`src/logic/rt_pkg.sv`:
```
package rt_pkg;

	// ray store sizing
	localparam int ray_depth = 512;
	localparam int ray_id_w  = 9;
	localparam int sb_w      = 8;
	localparam int coord_w   = 32;

	// read pipeline sizing
	localparam int rs_fifo_depth   = 3;
	localparam int rs_read_latency = 2;

	// index into the ray memory
	typedef logic [ray_id_w-1:0] ray_id_t;

	// fixed point coordinate
	typedef logic [coord_w-1:0] coord_t;

	// origin then direction, 192 bits
	typedef struct packed {
		coord_t orig_x;
		coord_t orig_y;
		coord_t orig_z;
		coord_t dir_x;
		coord_t dir_y;
		coord_t dir_z;
	} ray_vec_t;

	// tag carried alongside each read request
	typedef logic [sb_w-1:0] sb_t;

	// one output fifo entry
	typedef struct packed {
		sb_t      sb_data;
		ray_vec_t rd_data;
	} rs_fifo_data_t;

	// free slots or items in flight
	typedef logic [1:0] cnt_t;

endpackage: rt_pkg

```
`src/logic/pipe_valid_stall.sv`:
```
module pipe_valid_stall #(
	parameter type payload_t = logic,
	parameter int  depth     = 2
) (
	input  logic          clk,
	input  logic          reset,

	input  logic          us_valid,
	input  payload_t      us_data,
	output logic          us_stall,

	output logic          ds_valid,
	output payload_t      ds_data,

	input  rt_pkg::cnt_t  num_left_in_fifo
);

	// one valid bit and one payload per stage
	logic [depth-1:0] valid_q;
	payload_t         data_q [depth];

	logic             accept;
	rt_pkg::cnt_t     in_flight;

	assign accept = us_valid & ~us_stall;

	// items already on their way to the fifo
	always_comb begin
		in_flight = '0;
		for (int i = 0; i < depth; i++) begin
			in_flight = in_flight + rt_pkg::cnt_t'(valid_q[i]);
		end
	end

	// every item in the pipe already owns a fifo slot
	assign us_stall = (in_flight >= num_left_in_fifo);

	// valid bits advance every cycle
	always_ff @(posedge clk) begin
		if (reset) begin
			valid_q <= '0;
		end else begin
			valid_q[0] <= accept;
			for (int i = 1; i < depth; i++) begin
				valid_q[i] <= valid_q[i-1];
			end
		end
	end

	// payload follows its valid bit
	always_ff @(posedge clk) begin
		data_q[0] <= us_data;
		for (int i = 1; i < depth; i++) begin
			data_q[i] <= data_q[i-1];
		end
	end

	assign ds_valid = valid_q[depth-1];
	assign ds_data  = data_q[depth-1];

	// an item leaving the pipe always finds room
	a_credit_held: assert property (
		@(posedge clk) disable iff (reset)
		ds_valid |-> (num_left_in_fifo != '0)
	) else $error("pipe_valid_stall: item delivered with no free fifo slot");

endmodule: pipe_valid_stall

```
`config.mk`:
```
export PLATFORM = sky130hd
export DESIGN_NAME = pipe_valid_stall
export DESIGN_NICKNAME = d
export VERILOG_FILES = /design/src/logic/rt_pkg.sv /design/src/logic/pipe_valid_stall.sv
export SDC_FILE = /design/constraint.sdc
export NUM_CORES = 1
export LEC_CHECK = 0
export ABC_AREA = 0
export BUFFER_PORTS_ARGS = -buffer_cell sky130_fd_sc_hd__buf_4
export CAP_MARGIN = 20
export CORE_AREA = 2 2 39 41
export CTS_CLUSTER_DIAMETER = 40
export DETAILED_ROUTE_END_ITERATION = 7
export DIE_AREA = 0 0 41 43
export PLACE_DENSITY_LB_ADDON = 0.12
export SYNTH_ARGS = -nofsm -noshare
export SYNTH_HDL_FRONTEND = slang
export SYNTH_SLANG_ARGS = --single-unit
```
`constraint.sdc`:
```
create_clock -name clk -period 3.1 [get_ports clk]
set_clock_uncertainty 0.05 [all_clocks]
set_input_delay 0.62 -clock clk [delete_from_list [all_inputs] [get_ports clk]]
set_output_delay 0.62 -clock clk [all_outputs]
set_load 0.03 [all_outputs]
```
==> out/metrics.cfg, run 1 <==
[clocking]
cts-root-buf = clkbuf_4
clk_latency_ps = 230
cts_htree_levels = 1
hold_buffers = 0
cts_buffers = 3
clk_pin_slew_worst_paths_ps = 40
clockBufferDepth = 2
clock_sinks = 4
postCtsResizedCells = 0
post_cts_buffers = 0
cts_tree = yes

[placement]
io_buffers = 8
pre_cts_slack_ps = 900.9
dp.cells = 38
placed_cell_area_sq_um = 265.3
place_congestion = 0.5342

[yosys]
yosysWarnings = 0
ys_ff_latch = 4
synthFlopType = dfxtp_1
yosys-top-cells-area = dfxtp_1 43%, ha_1 20%, a2111oi_4 15%
synth_top_area_share = 0.4324
synth_fa_ha_area_frac = 0.2027
synth_top_area_cell = dfxtp_1
synthSimpleGateAreaFrac = 0.1081
synth.most_common_cell = dfxtp_1
synth_edf_count = 0
synthArstFlopShare = 0
synth_top_family_by_area = adder cells
synth_area_per_cell_sq_um = 13.23
synthTopCellsByCount = 4 x dfxtp_1, 3 x ha_1, 3 x inv_1
synthCells = 14
synth_fp_nets = 23
synthMuxAreaShare = 0
synth_xor_area_frac = 0
synth_compound_area_frac = 0.1959
ys_seq_area_frac = 0.4324
synth.distinct_cells = 7
netlist_area_sq_um = 185.2

[power_and_ir_drop]
sequentialPowerShare = 0.383
p_sw_mw = 0.03217
p_per_area_nw_per_um2 = 501.9
p_total_mw = 0.1444
ir_drop_v = 0.0002063
combinationalPowerShare = 0.189
intPower_mw = 0.1123
switching_share = 0.2227
power_leakage_nw = 0.1445
clkPwrFrac = 0.428

[sta]
finalHoldViolCount = 0
tightestPinTransition_ps = 216.3
maxSlewViolCount = 0
setup_violations = 0
fin_crit_sh = 0.7406
min_period_ps = 2296
grt_setup_unrepaired = false
worst_slack_ps = 804.1
maxSlewHeadroom = 0.8558
finalSetupTns_ps = 0
fmax_mhz = 435.6

[finish]
num_antenna_cells = 0
area_delta_synth_final_pct = 55.41
drive_gt1_frac = 0.5600
layout.cells.non_filler = 41
design_area_sq_um = 287.8
nNetsFinal = 36

[routing]
drt-total-wl_um = 291
viasPerCell = 3.293
first_iter_violations = 0
routedWlPerCell_um = 7.098
ant_nets = 0
drc = 0
dr_total_vias = 135
dr.pass1.iters = 1

[floorplanning]
die_width_um = 41
io_pins = 9
initial_core_util = 0.1338
dieHeight_um = 43
core_area_sq_um = 1384
die_area_sq_um = 1763
fp-row-count = 14

[setup_path]
path_buf_inv = 2
rr_startpoint = valid_q[1]
rr_worst_depth = 5
cp.required_ps = 2430
cp_common_cell = ha_1
cp_slowest_stage_delay_ps = 310
end_kind = primary output
critical_path_class = reg2out
arrival_ps = 1630
path_depth = 6
startpoint_type = register
path_delay_family = adder cells
cp-startpoint = valid_q[1]
cp_max_fo = 2
path_cells = ha_1 -> inv_1 -> ha_1 -> nand2b_4 -> a21o_2 -> buf_4
slowest_stage = dfxtp_1

[hold_path]
hp-class = reg2reg
hold_depth = 0
hold_path.startpoint = data_q[0][0]

[run_status]
status = finished clean

[job]
maxCapViolCount = 0

[global_routing]
antenna_found_initial = 0
grt_pass1_vias = 134
gr-total-overflow = 0
grt_max_degree = 3
grt_pass1_wl_um = 469
grt.total_usage = 0.04814

## final cells by class
class	count	area (sq um)
flip-flops and latches	4	80.08
inverters	3	11.26
clock buffers	3	22.52
repair buffers	8	60.06
fillers	162	1096
multi-input cells	7	93.84
well taps	16	20.02
## per-stage QoR
stage,hold WS [ps],utilization
after floorplan,259.6,-
after global placement,265.6,0.1917
after detailed placement,266.0,0.1917
after CTS,274.1,0.2080
after global routing,286.9,0.2080
final,270.6,0.2080
## worst register-to-register path, stage by stage (launching register included)
cell	delay, ps
dfxtp_1	310
ha_1	280
inv_1	40
ha_1	260
nand2b_4	150
a2111oi_4	310
## worst paths after layout
path,slack (ps),to
setup reg to reg,1610,valid_q[0]
hold reg to reg,270,data_q[0][1]
setup / recovery,800,us_stall
hold / removal,270,data_q[0][1]
## routing by layer
layer / global-route usage / wire length, um
met1: 0.03526 / 95
met2: 0.05938 / 167
met3: 0.07853 / 28
met4: 0.02000 / 0
met5: 0 / 0
## sequential cells by signal, indices dropped and copies added, names as in the netlist
register	cells
data_q	2
valid_q	2
## cell usage in the layout (no fill, tap or decap)
| cell type | instances |
|---|---|
| a2111oi_4 | 1 |
| a21o_2 | 1 |
| buf_4 | 8 |
| clkbuf_4 | 3 |
| dfxtp_1 | 4 |
| ha_1 | 3 |
| inv_1 | 3 |
| nand2b_4 | 1 |
| nor2b_1 | 1 |
## power by group through the flow
stage	combinational, mW	sequential [mW]	clock [mW]
final	0.0273	0.0553	0.0619
after CTS	0.0280	0.0553	0.0656
after global routing	0.0294	0.0555	0.0706
after floorplan	0.0152	0.0583	0
after detailed placement	0.0280	0.0561	0
after global placement	0.0276	0.0561	0
## logic make-up after synthesis
family | Yosys count
adder cells (fa/ha/maj) | 3
buffers and inverters | 3
AND/OR/NAND/NOR | 2
AO/OA/AOI/OAI | 2
flip-flops | 4
Note: power is estimated with default switching activity, not from simulation.
==> inputs of run 2 (changes only) <==
Clock period 3.1 ns to 2.35 ns, I/O delays scaled along.
==> out/metrics.cfg, run 2 (same netlist as run 1, synthesis figures left out) <==
[sta]
finalSetupTns_ps = 0  ; unchanged
fmax_mhz = 470.8
fin_hold_ws_ps = 270.1  ; -0.4850 ps
fin_crit_sh = 0.9038
tightestPinTransition_ps = 217.0  ; +0.7384 ps
min_period_ps = 2124
maxSlewHeadroom = 0.8553  ; about the same
maxSlewViolCount = 0  ; unchanged
grt_setup_unrepaired = false
finalHoldViolCount = 0  ; unchanged
setup_violations = 0  ; unchanged

[hold_path]
hold_depth = 0  ; unchanged
hp-class = reg2reg

[power_and_ir_drop]
p_sw_mw = 0.04067  ; +26%
power_leakage_nw = 0.1445  ; unchanged
combinationalPowerShare = 0.189  ; about the same
intPower_mw = 0.1479  ; +32%
ir_drop_v = 0.0002306  ; +12%
switching_share = 0.2157  ; -0.007046
sequentialPowerShare = 0.386  ; +0.003
p_per_area_nw_per_um2 = 655.3  ; +31%
clkPwrFrac = 0.425  ; -0.003

[floorplanning]
dieHeight_um = 43  ; unchanged
core_area_sq_um = 1384  ; unchanged
die_area_sq_um = 1763  ; unchanged
io_pins = 9  ; unchanged
die_width_um = 41  ; unchanged
initial_core_util = 0.1338  ; unchanged
fp-row-count = 14  ; unchanged

[routing]
ant_nets = 0  ; unchanged
first_iter_violations = 0  ; unchanged
dr.pass1.iters = 1  ; unchanged
drt-total-wl_um = 246  ; -15%
drc = 0  ; unchanged
viasPerCell = 3.268  ; -0.74%
routedWlPerCell_um = 6.000  ; -15%
dr_total_vias = 134  ; -0.74%

[setup_path]
rr_worst_depth = 5  ; unchanged
end_kind = primary output
cp.required_ps = 1830  ; -600 ps
startpoint_type = register
cp_max_fo = 2  ; unchanged
critical_path_class = reg2out
arrival_ps = 1600  ; -30 ps

[finish]
num_antenna_cells = 0  ; unchanged
area_delta_synth_final_pct = 55.41  ; unchanged
fin_util = 0.2080  ; unchanged
nNetsFinal = 36  ; unchanged
drive_gt1_frac = 0.5600  ; unchanged
final_common_cell = buf_4
final_cell_mix = 8 x buf_4, 4 x dfxtp_1, 3 x inv_1, 3 x ha_1, 3 x clkbuf_4
reg_top3 = data_q (2), valid_q (2)

[clocking]
clockBufferDepth = 2  ; unchanged
cts-root-buf = clkbuf_4
clk_pin_slew_worst_paths_ps = 40  ; about the same
cts_buffers = 3  ; unchanged
cts_tree = yes
hold_buffers = 0  ; unchanged
post_cts_buffers = 0  ; unchanged
cts_htree_levels = 1  ; unchanged
clock_sinks = 4  ; unchanged
postCtsResizedCells = 0  ; unchanged
clk_latency_ps = 220  ; about the same

[placement]
io_buffers = 8  ; unchanged
place_congestion = 0.5118  ; -4.2%

[global_routing]
antenna_found_initial = 0  ; unchanged
grt.total_usage = 0.04225  ; -0.005891
grt_pass1_wl_um = 434  ; -7.5%
gr-total-overflow = 0  ; unchanged
grt_max_degree = 3  ; unchanged
grt_pass1_vias = 142  ; +6.0%

[run_status]
status = finished clean

[job]
maxCapViolCount = 0  ; unchanged

## run 2: cell counts in the layout (fill, tap and decap cells not counted)
No cell type changed its count.
## run 2: per-stage QoR
| stage | power, mW | area, sq um | setup slack, ps | cells |
|---|---|---|---|---|
| after floorplan | 0.09696 | 185.2 | 382.7 | 14 |
| after global placement | 0.1103 | 265.3 | 449.0 | 38 |
| after detailed placement | 0.1103 | 265.3 | 446.5 | 38 |
| after CTS | 0.1935 | 287.8 | 200.9 | 41 |
| after global routing | 0.2034 | 287.8 | 145.2 | 41 |
| final | 0.1886 | 287.8 | 226.0 | 41 |
## run 2: critical path, cell delays in order, from the launching register on
cell and delay, ps:
dfxtp_1 300, ha_1 270, inv_1 40, ha_1 260, nand2b_4 150, a21o_2 200
buf_4 160
## run 2: routing by layer
metal | routed length (um) | share of wire | GRT usage
met5 | 0 | 0 | 0
met4 | 0 | 0 | 0.04000
met3 | 27 | 0.11 | 0.04712
met2 | 140 | 0.57 | 0.06875
met1 | 79 | 0.32 | 0.01618
## run 2: path summary, 6_finish.rpt
check / slack, ps / start / end
min: 270 / data_q[0][0] / data_q[0][1]
min reg2reg: 270 / data_q[0][0] / data_q[0][1]
max reg2reg: 870 / valid_q[1] / valid_q[0]
max: 230 / valid_q[1] / us_stall
## run 2: final cells by class
type | count | area [sq um]
well taps | 16 | 20.02
inverters | 3 | 11.26
clock buffers | 3 | 22.52
multi-input cells | 7 | 93.84
flip-flops and latches | 4 | 80.08
fillers | 157 | 1096
repair buffers | 8 | 60.06
## run 2: power groups by stage
stage	Combinational (mW)	Clock [mW]	Sequential (mW)
2_1_floorplan	0.0201	0	0.0769
3_3_place_gp	0.0363	0	0.0740
3_5_place_dp	0.0365	0	0.0738
4_1_cts	0.0365	0.0841	0.0729
5_1_grt	0.0386	0.0917	0.0732
6_report	0.0357	0.0801	0.0728
