### config.mk
export PLATFORM = sky130hd
export DESIGN_NAME = stall_fifo
export DESIGN_NICKNAME = d
export VERILOG_FILES = /design/src/logic/rt_pkg.sv /design/src/logic/stall_fifo.sv
export SDC_FILE = /design/constraint.sdc
export NUM_CORES = 1
export LEC_CHECK = 0
export ABC_AREA = 1
export BUFFER_PORTS_ARGS = -buffer_cell sky130_fd_sc_hd__buf_2
export CAP_MARGIN = 40
export CORE_AREA = 2 2 39 41
export CTS_CLUSTER_SIZE = 14
export DETAILED_ROUTE_END_ITERATION = 7
export DIE_AREA = 0 0 41 43
export PLACE_DENSITY = 0.57
export SETUP_SLACK_MARGIN = 0.3
export SLEW_MARGIN = 20
export SYNTH_ARGS = -nofsm -noshare
export SYNTH_HDL_FRONTEND = slang
export SYNTH_SLANG_ARGS = --single-unit
### constraint.sdc
create_clock -name clk -period 1.03 [get_ports clk]
set_input_delay 0.0515 -clock clk [delete_from_list [all_inputs] [get_ports clk]]
set_output_delay 0.0515 -clock clk [all_outputs]
set_load 0.005 [all_outputs]
### src/logic/rt_pkg.sv
package rt_pkg;

	// ray store sizing
	localparam int ray_depth = 512;
	localparam int ray_id_w  = 9;
	localparam int sb_w      = 8;
	localparam int coord_w   = 32;

	// read pipeline sizing
	localparam int rs_fifo_depth   = 3;
	localparam int rs_read_latency = 2;

	// index into the ray memory
	typedef logic [ray_id_w-1:0] ray_id_t;

	// fixed point coordinate
	typedef logic [coord_w-1:0] coord_t;

	// origin then direction, 192 bits
	typedef struct packed {
		coord_t orig_x;
		coord_t orig_y;
		coord_t orig_z;
		coord_t dir_x;
		coord_t dir_y;
		coord_t dir_z;
	} ray_vec_t;

	// tag carried alongside each read request
	typedef logic [sb_w-1:0] sb_t;

	// one output fifo entry
	typedef struct packed {
		sb_t      sb_data;
		ray_vec_t rd_data;
	} rs_fifo_data_t;

	// free slots or items in flight
	typedef logic [1:0] cnt_t;

endpackage: rt_pkg

### src/logic/stall_fifo.sv
module stall_fifo #(
	parameter type payload_t = logic,
	parameter int  depth     = 3
) (
	input  logic          clk,
	input  logic          reset,

	input  payload_t      data_in,
	input  logic          we,
	input  logic          re,

	output payload_t      data_out,
	output logic          empty,
	output rt_pkg::cnt_t  num_left_in_fifo
);

	localparam int ptr_w = (depth > 1) ? $clog2(depth) : 1;
	localparam int occ_w = $clog2(depth + 1);

	payload_t          mem [depth];

	logic [ptr_w-1:0]  rd_ptr;
	logic [ptr_w-1:0]  wr_ptr;
	logic [occ_w-1:0]  occupancy;
	logic              full;

	assign empty = (occupancy == '0);
	assign full  = (occupancy == occ_w'(depth));

	assign num_left_in_fifo = rt_pkg::cnt_t'(occ_w'(depth) - occupancy);

	// show-ahead, head entry always on the output
	assign data_out = mem[rd_ptr];

	always_ff @(posedge clk) begin
		if (we) begin
			mem[wr_ptr] <= data_in;
		end
	end

	// pointers wrap at depth
	always_ff @(posedge clk) begin
		if (reset) begin
			rd_ptr <= '0;
			wr_ptr <= '0;
		end else begin
			if (we) begin
				wr_ptr <= (wr_ptr == ptr_w'(depth - 1)) ? '0 : wr_ptr + 1'b1;
			end
			if (re) begin
				rd_ptr <= (rd_ptr == ptr_w'(depth - 1)) ? '0 : rd_ptr + 1'b1;
			end
		end
	end

	// occupancy, simultaneous read and write leaves it unchanged
	always_ff @(posedge clk) begin
		if (reset) begin
			occupancy <= '0;
		end else begin
			case ({we, re})
				2'b10:   occupancy <= occupancy + 1'b1;
				2'b01:   occupancy <= occupancy - 1'b1;
				default: occupancy <= occupancy;
			endcase
		end
	end

	a_no_overflow: assert property (
		@(posedge clk) disable iff (reset)
		we |-> (!full || re)
	) else $error("stall_fifo: write while full");

	a_no_underflow: assert property (
		@(posedge clk) disable iff (reset)
		re |-> !empty
	) else $error("stall_fifo: read while empty");

endmodule: stall_fifo

==> results of run 1 <==
[where the power goes]
part | total, uW | internal, uW | leakage (uW) | switching, uW
clock network | 281 | 149 | 0.0000150 | 132
registers | 511 | 481 | 0.0000958 | 30.1
logic | 178 | 94.3 | 0.000174 | 83.6
total | 970 | 724 | 0.000285 | 245
[cell type report]
type / count / area [um2] / share of cell area (%)
flip-flops and latches: 11 / 260 / 39.9
well taps: 16 / 20.0 / 3.07
repair buffers: 13 / 98.8 / 15.2
clock buffers: 4 / 26.3 / 4.03
inverters: 11 / 46.3 / 7.10
multi-input cells: 30 / 200 / 30.7
[worst max-delay path by stage]
stage | to | slack, ps | depth (start not counted)
finish | data_out | 40 | 5
global route | data_out | -70 | 5
CTS | data_out | 20 | 5
detailed placement | occupancy[1] | 90 | 8
global placement | occupancy[1] | 100 | 8
floorplan | mem[2] | 250 | 1
[through the flow]
| step | setup slack (ps) | utilization, % |
|---|---|---|
| 3_5_place_dp | 88.6 | 37.3 |
| 4_1_cts | 20.1 | 41.7 |
| 6_report | 36.4 | 47.1 |
| 5_1_grt | -68.0 | 47.1 |
| 2_1_floorplan | 247 | - |
| 3_3_place_gp | 97.9 | 37.3 |
[worst max-delay path, delay by kind of cell (launching register included)]
family                 cells  cell delay, ps
flip-flops                 1             350
buffers and inverters      2             180
AO/OA/AOI/OAI              2             110
AND/OR/NAND/NOR            1              50
[metal layers]
metal	track usage [%]	wire, um	up-vias
met3	3.14	33	0
met2	14.4	410	5
met4	2.00	0	0
met1	11.0	340	157
met5	0	0	-
li1	-	-	197
[cells by family (layout without fill, tap and decap cells)]
kind of cell	count (synthesis)	in the layout
adders and majority gates	1	1
buffers and inverters	11	28
and+or+nand+nor	21	21
AOI/OAI and AO/OA	7	7
xor gates and xnor gates	1	1
DFF	11	11
[timing repair]
action | 4_1_cts | 5_1_grt
resized for setup | 10 | 15
buffers inserted | 2 | 0
endpoints found under the setup margin | 9 | 11
pin swaps | 2 | 5
hold buffers | 1 | 1
endpoints found under the hold margin | 2 | 3
[synthesized netlist by cell type]
master,count
dfxtp_1,8
nor3_1,1
nor2_1,7
nand2_1,10
a21oi_1,4
xnor2_1,1
edfxtp_1,3
nand4_1,1
o21ai_0,3
inv_1,11
nand3_1,2
ha_1,1
==> results.toml, run 1 <==
[layout]
drive_above_1_share_pct = 46.4
finalInstanceArea_um2 = 652
mostFrequentLayoutCell = "nand2_1"
fillers = 148
final_cell_mix = "9 x nand2_1, 7 x nor2_1, 6 x inv_1, 6 x buf_2, 4 x dfxtp_1"
fin_cells = 85
syn_to_final_growth_pct = 50.6
finalNetCount = 76
diodes = 0

[setup_path]
rrSetupSlack_ps = 160
crit_type = "flip-flop to primary output"
cpMaxStageDelayCell = "edfxtp_1"
rr_worst_depth = 3
timing.rr.end = "mem[1]"
cp_cell_sequence = "inv_1 > nand2_1 > o21ai_2 > o21ai_1 > buf_2"
cp-end-kind = "primary output"
critPathArrivalTime_ps = 940
start_kind = "flip-flop"
critPathMaxStageDelay_ps = 350
r2r_start = "wr_ptr[1]"
cp_max_fo = 1
crit_required_ps = 980
critPathLaunch = "mem[1]"

[clocking]
cts-root-buf = "clkbuf_4"
cts_tree = "done"
clk_latency_ps = 250
cts_made_buffers = 3
clk_path_buf_depth = 2
clock-sinks = 11
htreeDepth = 1
clk_transition_reported_paths_ps = 70

[route]
wirelength_um = 784
ant_nets = 0
drt-initial-drc-count = 2
firstDrtPassIters = 2
dr_total_vias = 359
drcViolationCount = 0
via_per_inst = 4.22
routedWlPerCell_um = 9.22

[die]
die_width_um = 41
die_y_um = 43
start_util_pct = 31.3
die-area_mm2 = 0.00176
fp-row-count = 14
core_mm2 = 0.00138
ios = 9

[timing]
finalSetupTns_ps = 0
maxSlewHeadroom_pct = 92.0
fmax_mhz = 1010
finalHoldWorstSlack_ps = 70.4
rsz0062_at_grt = "true"
maxSlewViolCount = 0
tightest_slew_ps = 119
period_minus_slack_ps = 994
setup_viol = 0
period_share_pct = 96.5
hold_violations = 0
skew_ps = 0.405

[logic_synthesis]
synthesis.nets = 58
synth_xor_area_share_pct = 2.02
synth_area_leaders = "dfxtp_1 37%, edfxtp_1 21%, inv_1 9.5%, nand2_1 8.7%, nor2_1 6.1%"
yosys.cell_types.count = 12
synth_top_family_by_area = "simple AND/OR/NAND/NOR gates"
synthAdderAreaFrac_pct = 2.89
syn_area_um2 = 433
synth_top_area_share_pct = 37.0
synth_compound_area_share_pct = 8.09
synth_cells = 52
synth_area_leader_cell = "dfxtp_1"
synth-seq-cells = 11
synthMuxAreaShare_pct = 0
yosys.area_share.simple_pct = 19.7
seq_area_frac_synth_pct = 57.8
yosys_warnings = 0
syn_avg_cell_area_um2 = 8.33

[hold_path]
min_to = "occupancy[0]"
hp-start = "reset"
holdPathStages = 4
hold_path.class = "primary input to flip-flop"

[pwr]
vdd_drop_max_uv = 613
finalPower_uw = 970
power_density_mw_per_mm2 = 1490
p_leak_uw = 0.000285

[placement]
port_buffers = 8
dp_cells = 77
dp_hpwl_um = 506
gp_congestion = 0.756
place_area_um2 = 517

[global_route]
grtUsageTotal_pct = 8.92
grt_pass1_vias = 283
grt_pass1_wl_mm = 1.08
antenna_found_initial = 0
grt_max_degree = 7
grt-ovfl-total = 0

[outcome]
status = "finished clean"

[run]
drv_cap = 0
(Power assumes the default switching activity.)
==> run 2, diff against run 1 <==
==> constraint.sdc (replaced) <==
create_clock -name clk -period 1.03 [get_ports clk]
set_input_delay 0.206 -clock clk [delete_from_list [all_inputs] [get_ports clk]]
set_output_delay 0.206 -clock clk [all_outputs]
set_load 0.005 [all_outputs]
==> results.toml, run 2 (synthesized netlist as in run 1, its figures left out) <==
[pwr]
power_density_mw_per_mm2 = 1540
vdd_drop_max_uv = 736
p_leak_uw = 0.000289
finalPower_uw = 983

[clocking]
cts_made_buffers = 3
clk_transition_reported_paths_ps = 70
clk_latency_ps = 260
clk_path_buf_depth = 2
clock-sinks = 11
htreeDepth = 1
cts-root-buf = "clkbuf_4"
cts_tree = "done"

[hold_path]
holdPathStages = 2
min_to = "wr_ptr[0]"
hold_path.class = "primary input to flip-flop"
hp-start = "reset"

[route]
drt-initial-drc-count = 0
drcViolationCount = 0
wirelength_um = 701
ant_nets = 0
dr_total_vias = 351
firstDrtPassIters = 1
via_per_inst = 4.13
routedWlPerCell_um = 8.25

[setup_path]
rr_worst_depth = 7
critPathArrivalTime_ps = 940
start_kind = "flip-flop"
r2r_start = "occupancy[0]"
cp_cell_sequence = "inv_1 > nand2_1 > o21ai_1 > o21ai_1 > buf_2"
crit_buf_inv = 2
crit_family = "flip-flops"
crit_required_ps = 820
timing.rr.end = "occupancy[1]"
rrSetupSlack_ps = 80
crit_type = "flip-flop to primary output"
cp_max_fo = 1
path_depth = 5
crit_top_cell = "o21ai_1"
critPathMaxStageDelay_ps = 350
cpMaxStageDelayCell = "edfxtp_1"
cp-end-kind = "primary output"

[layout]
final_cell_mix = "7 x inv_2, 7 x nand2_1, 7 x nor2_1, 7 x buf_2, 4 x dfxtp_1"
final_util_pct = 46.1
drive_above_1_share_pct = 53.6
fillers = 139
syn_to_final_growth_pct = 47.4
finalNetCount = 76
diodes = 0

[timing]
finalSetupTns_ps = -120
skew_ps = 0.504
setup_viol = 1
tightest_slew_ps = 152
rsz0062_at_grt = "true"
maxSlewHeadroom_pct = 89.9
worst_slack_ps = -120
fmax_mhz = 869
period_share_pct = 112
period_minus_slack_ps = 1150
hold_violations = 0
maxSlewViolCount = 0

[run]
drv_cap = 0

[die]
start_util_pct = 31.3
die-area_mm2 = 0.00176
core_mm2 = 0.00138
die_width_um = 41
ios = 9
fp-row-count = 14
die_y_um = 43

[global_route]
grt_max_degree = 7
grt-ovfl-total = 0
antenna_found_initial = 0
grt_pass1_vias = 284
grtUsageTotal_pct = 10.1
grt_pass1_wl_mm = 1.12

[placement]
dp_hpwl_um = 502
port_buffers = 8
gp_congestion = 0.694

[outcome]
status = "complete, but fails checks"
violations = "negative setup slack"
==> run 2: cell types whose count changed in the layout (fill, tap and decap cells not counted), sizes merged <==
cell / before / now
buf: 11 / 13
dlygate4sd3: 2 / 0
==> run 2: cell type report <==
type	instances	area [um2]	area share (%)
well taps	16	20.0	3.14
multi-input cells	30	189	29.6
inverters	11	53.8	8.43
flip-flops and latches	11	258	40.4
clock buffers	4	26.3	4.12
repair buffers	13	91.3	14.3
==> run 2: worst max-delay path by stage <==
stage / from / end / slack [ps]
6_report: mem[1] / data_out / -120
5_1_grt: mem[1] / data_out / -260
4_1_cts: mem[1] / data_out / -140
3_5_place_dp: we / occupancy[1] / -20
3_3_place_gp: we / occupancy[1] / -20
2_1_floorplan: we / occupancy[1] / 210
==> run 2: repair_timing <==
action                                  in CTS  in global routing
buffers inserted                             3                  1
gates resized for setup                     13                  7
hold buffers                                 0                  0
endpoints found under the setup margin       9                  9
pin swaps                                    7                  2
==> run 2: worst reg2reg max path, stage by stage, from the launching register on <==
cell and delay, ps:
dfxtp_2 340, buf_4 130, buf_6 110, nand2_4 50, nand2_2 40, nor2_1 100, nor2_1 40, nor2_1 70
==> run 2: stage by stage <==
step	area (um2)	hold WS [ps]	worst slack (ps)	instances
floorplan	465	268	214	52
global placement	533	394	-18.4	77
detailed placement	533	399	-21.1	77
CTS	613	118	-140	84
global route	638	117	-259	85
finish	638	123	-120	85
==> run 2: power breakdown <==
group / switching [uW] / total (uW) / internal, uW
registers: 22.6 / 503 / 481
logic: 90.8 / 193 / 102
clock network: 138 / 287 / 149
total: 251 / 983 / 732
==> run 2: per-layer routing <==
| metal | vias to the layer above | part of all wire, % | GRT usage, % |
|---|---|---|---|
| li1 | 199 | - | - |
| met1 | 146 | 46 | 12.1 |
| met2 | 4 | 50 | 13.1 |
| met3 | 2 | 2.7 | 3.14 |
| met4 | 0 | 2.0 | 10.0 |
| met5 | - | 0 | 0 |
==> run 3, diff against run 2 <==
--- a/config.mk
+++ b/config.mk
@@ -13,7 +13,6 @@
 export DETAILED_ROUTE_END_ITERATION = 7
 export DIE_AREA = 0 0 41 43
 export PLACE_DENSITY = 0.57
-export SETUP_SLACK_MARGIN = 0.3
 export SLEW_MARGIN = 20
 export SYNTH_ARGS = -nofsm -noshare
 export SYNTH_HDL_FRONTEND = slang
==> results.toml, run 3 (synthesized netlist as in run 1, its figures left out) <==
[outcome]
status = "complete, but fails checks"
violations = "negative setup slack"

[pwr]
vdd_drop_max_uv = 568
power_density_mw_per_mm2 = 1690
p_leak_uw = 0.000259
finalPower_uw = 926

[route]
drt-initial-drc-count = 8
wirelength_um = 722
dr_total_vias = 349
route.met2.wl_um = 376
via_per_inst = 4.20
ant_nets = 0
drcViolationCount = 0
wl_met1_um = 301
routedWlPerCell_um = 8.70
firstDrtPassIters = 4
highest-signal-layer = "met3"
wl_met3_um = 43

[global_route]
grt-ovfl-total = 0
antenna_found_initial = 0
grt_pass1_vias = 313
grtUsageTotal_pct = 10.9
grt_max_degree = 7
grt_pass1_wl_mm = 1.16

[die]
core_mm2 = 0.00138
fp-row-count = 14
die-area_mm2 = 0.00176
die_width_um = 41
die_y_um = 43
ios = 9
start_util_pct = 31.3

[placement]
port_buffers = 8
dp_hpwl_um = 547
dp_cells = 78
gp_congestion = 0.737

[layout]
final_util_pct = 39.5
final_cell_mix = "10 x nand2_1, 9 x inv_1, 8 x buf_2"
drive_above_1_share_pct = 28.4
mostFrequentLayoutCell = "nand2_1"
fin_cells = 83
diodes = 0
syn_to_final_growth_pct = 26.3
finalNetCount = 74
fillers = 144

[clocking]
cts_made_buffers = 3
cts-root-buf = "clkbuf_4"
clk_latency_ps = 270
htreeDepth = 1
clk_path_buf_depth = 2
cts_tree = "done"
ctsHoldBuffers = 0
clock-sinks = 11
clk_transition_reported_paths_ps = 70

[timing]
period_minus_slack_ps = 1180
setup_viol = 1
finalSetupTns_ps = -154
skew_ps = 4.63
fmax_mhz = 845
maxSlewHeadroom_pct = 87.6
worst_slack_ps = -154
period_share_pct = 115
hold_violations = 0
maxSlewViolCount = 0
finalHoldWorstSlack_ps = 117
tightest_slew_ps = 185
rsz0062_at_grt = "true"

[run]
drv_cap = 0

[setup_path]
cp-end-kind = "primary output"
crit_type = "flip-flop to primary output"
cp_max_fo = 1
start_kind = "flip-flop"
critPathArrivalTime_ps = 980
crit_required_ps = 820

[hold_path]
hold_path.class = "primary input to flip-flop"
[run 3: per-stage QoR]
step	instance area, um2	setup WS, ps
after floorplan	433	102
after global placement	508	-30.8
after detailed placement	508	-43.1
after CTS	544	-182
after global routing	547	-246
final	547	-154
[run 3: area by class of cell]
type / count / area, um2 / share of cell area, %
Multi-Input combinational cell: 30 / 144 / 26.3
Inverter: 11 / 41.3 / 7.55
Timing Repair Buffer: 11 / 62.6 / 11.4
Tap cell: 16 / 20.0 / 3.66
Clock buffer: 4 / 26.3 / 4.81
Sequential cell: 11 / 253 / 46.2
[run 3: final timing paths]
| kind | start | endpoint | slack, ps | cells past startpoint |
|---|---|---|---|---|
| worst max register to register | occupancy[0] | occupancy[1] | 160 | 6 |
| worst min register to register | wr_ptr[1] | wr_ptr[1] | 470 | 2 |
| worst max-delay path | mem[1] | data_out | -150 | 5 |
| worst min-delay path | reset | wr_ptr[0] | 120 | 2 |
[run 3: report_power, final]
| part | leakage [uW] | internal [uW] | switching, uW | total, uW |
|---|---|---|---|---|
| Combinational | 0.000150 | 65.0 | 64.4 | 129 |
| Sequential | 0.0000944 | 481 | 24.1 | 505 |
| Clock | 0.0000150 | 150 | 142 | 292 |
[run 3: worst max-delay path, stage by stage, from the launching register on]
cell and delay (ps):
edfxtp_1 370, inv_1 60, nand2_1 40, o21ai_1 60, o21ai_1 60, buf_2 120
[run 3: what timing repair did]
| item | CTS | global route |
|---|---|---|
| gates cloned | 0 | 0 |
| setup buffers | 1 | 0 |
| setup endpoints to repair | 3 | 3 |
| pin swaps | 0 | 1 |
| resized for setup | 4 | 3 |
[run 3: layer usage]
layer	vias to the layer above	global-route usage, %
li1	191	-
met1	148	11.2
met2	10	14.7
met3	0	4.71
met4	0	12.0
met5	-	0
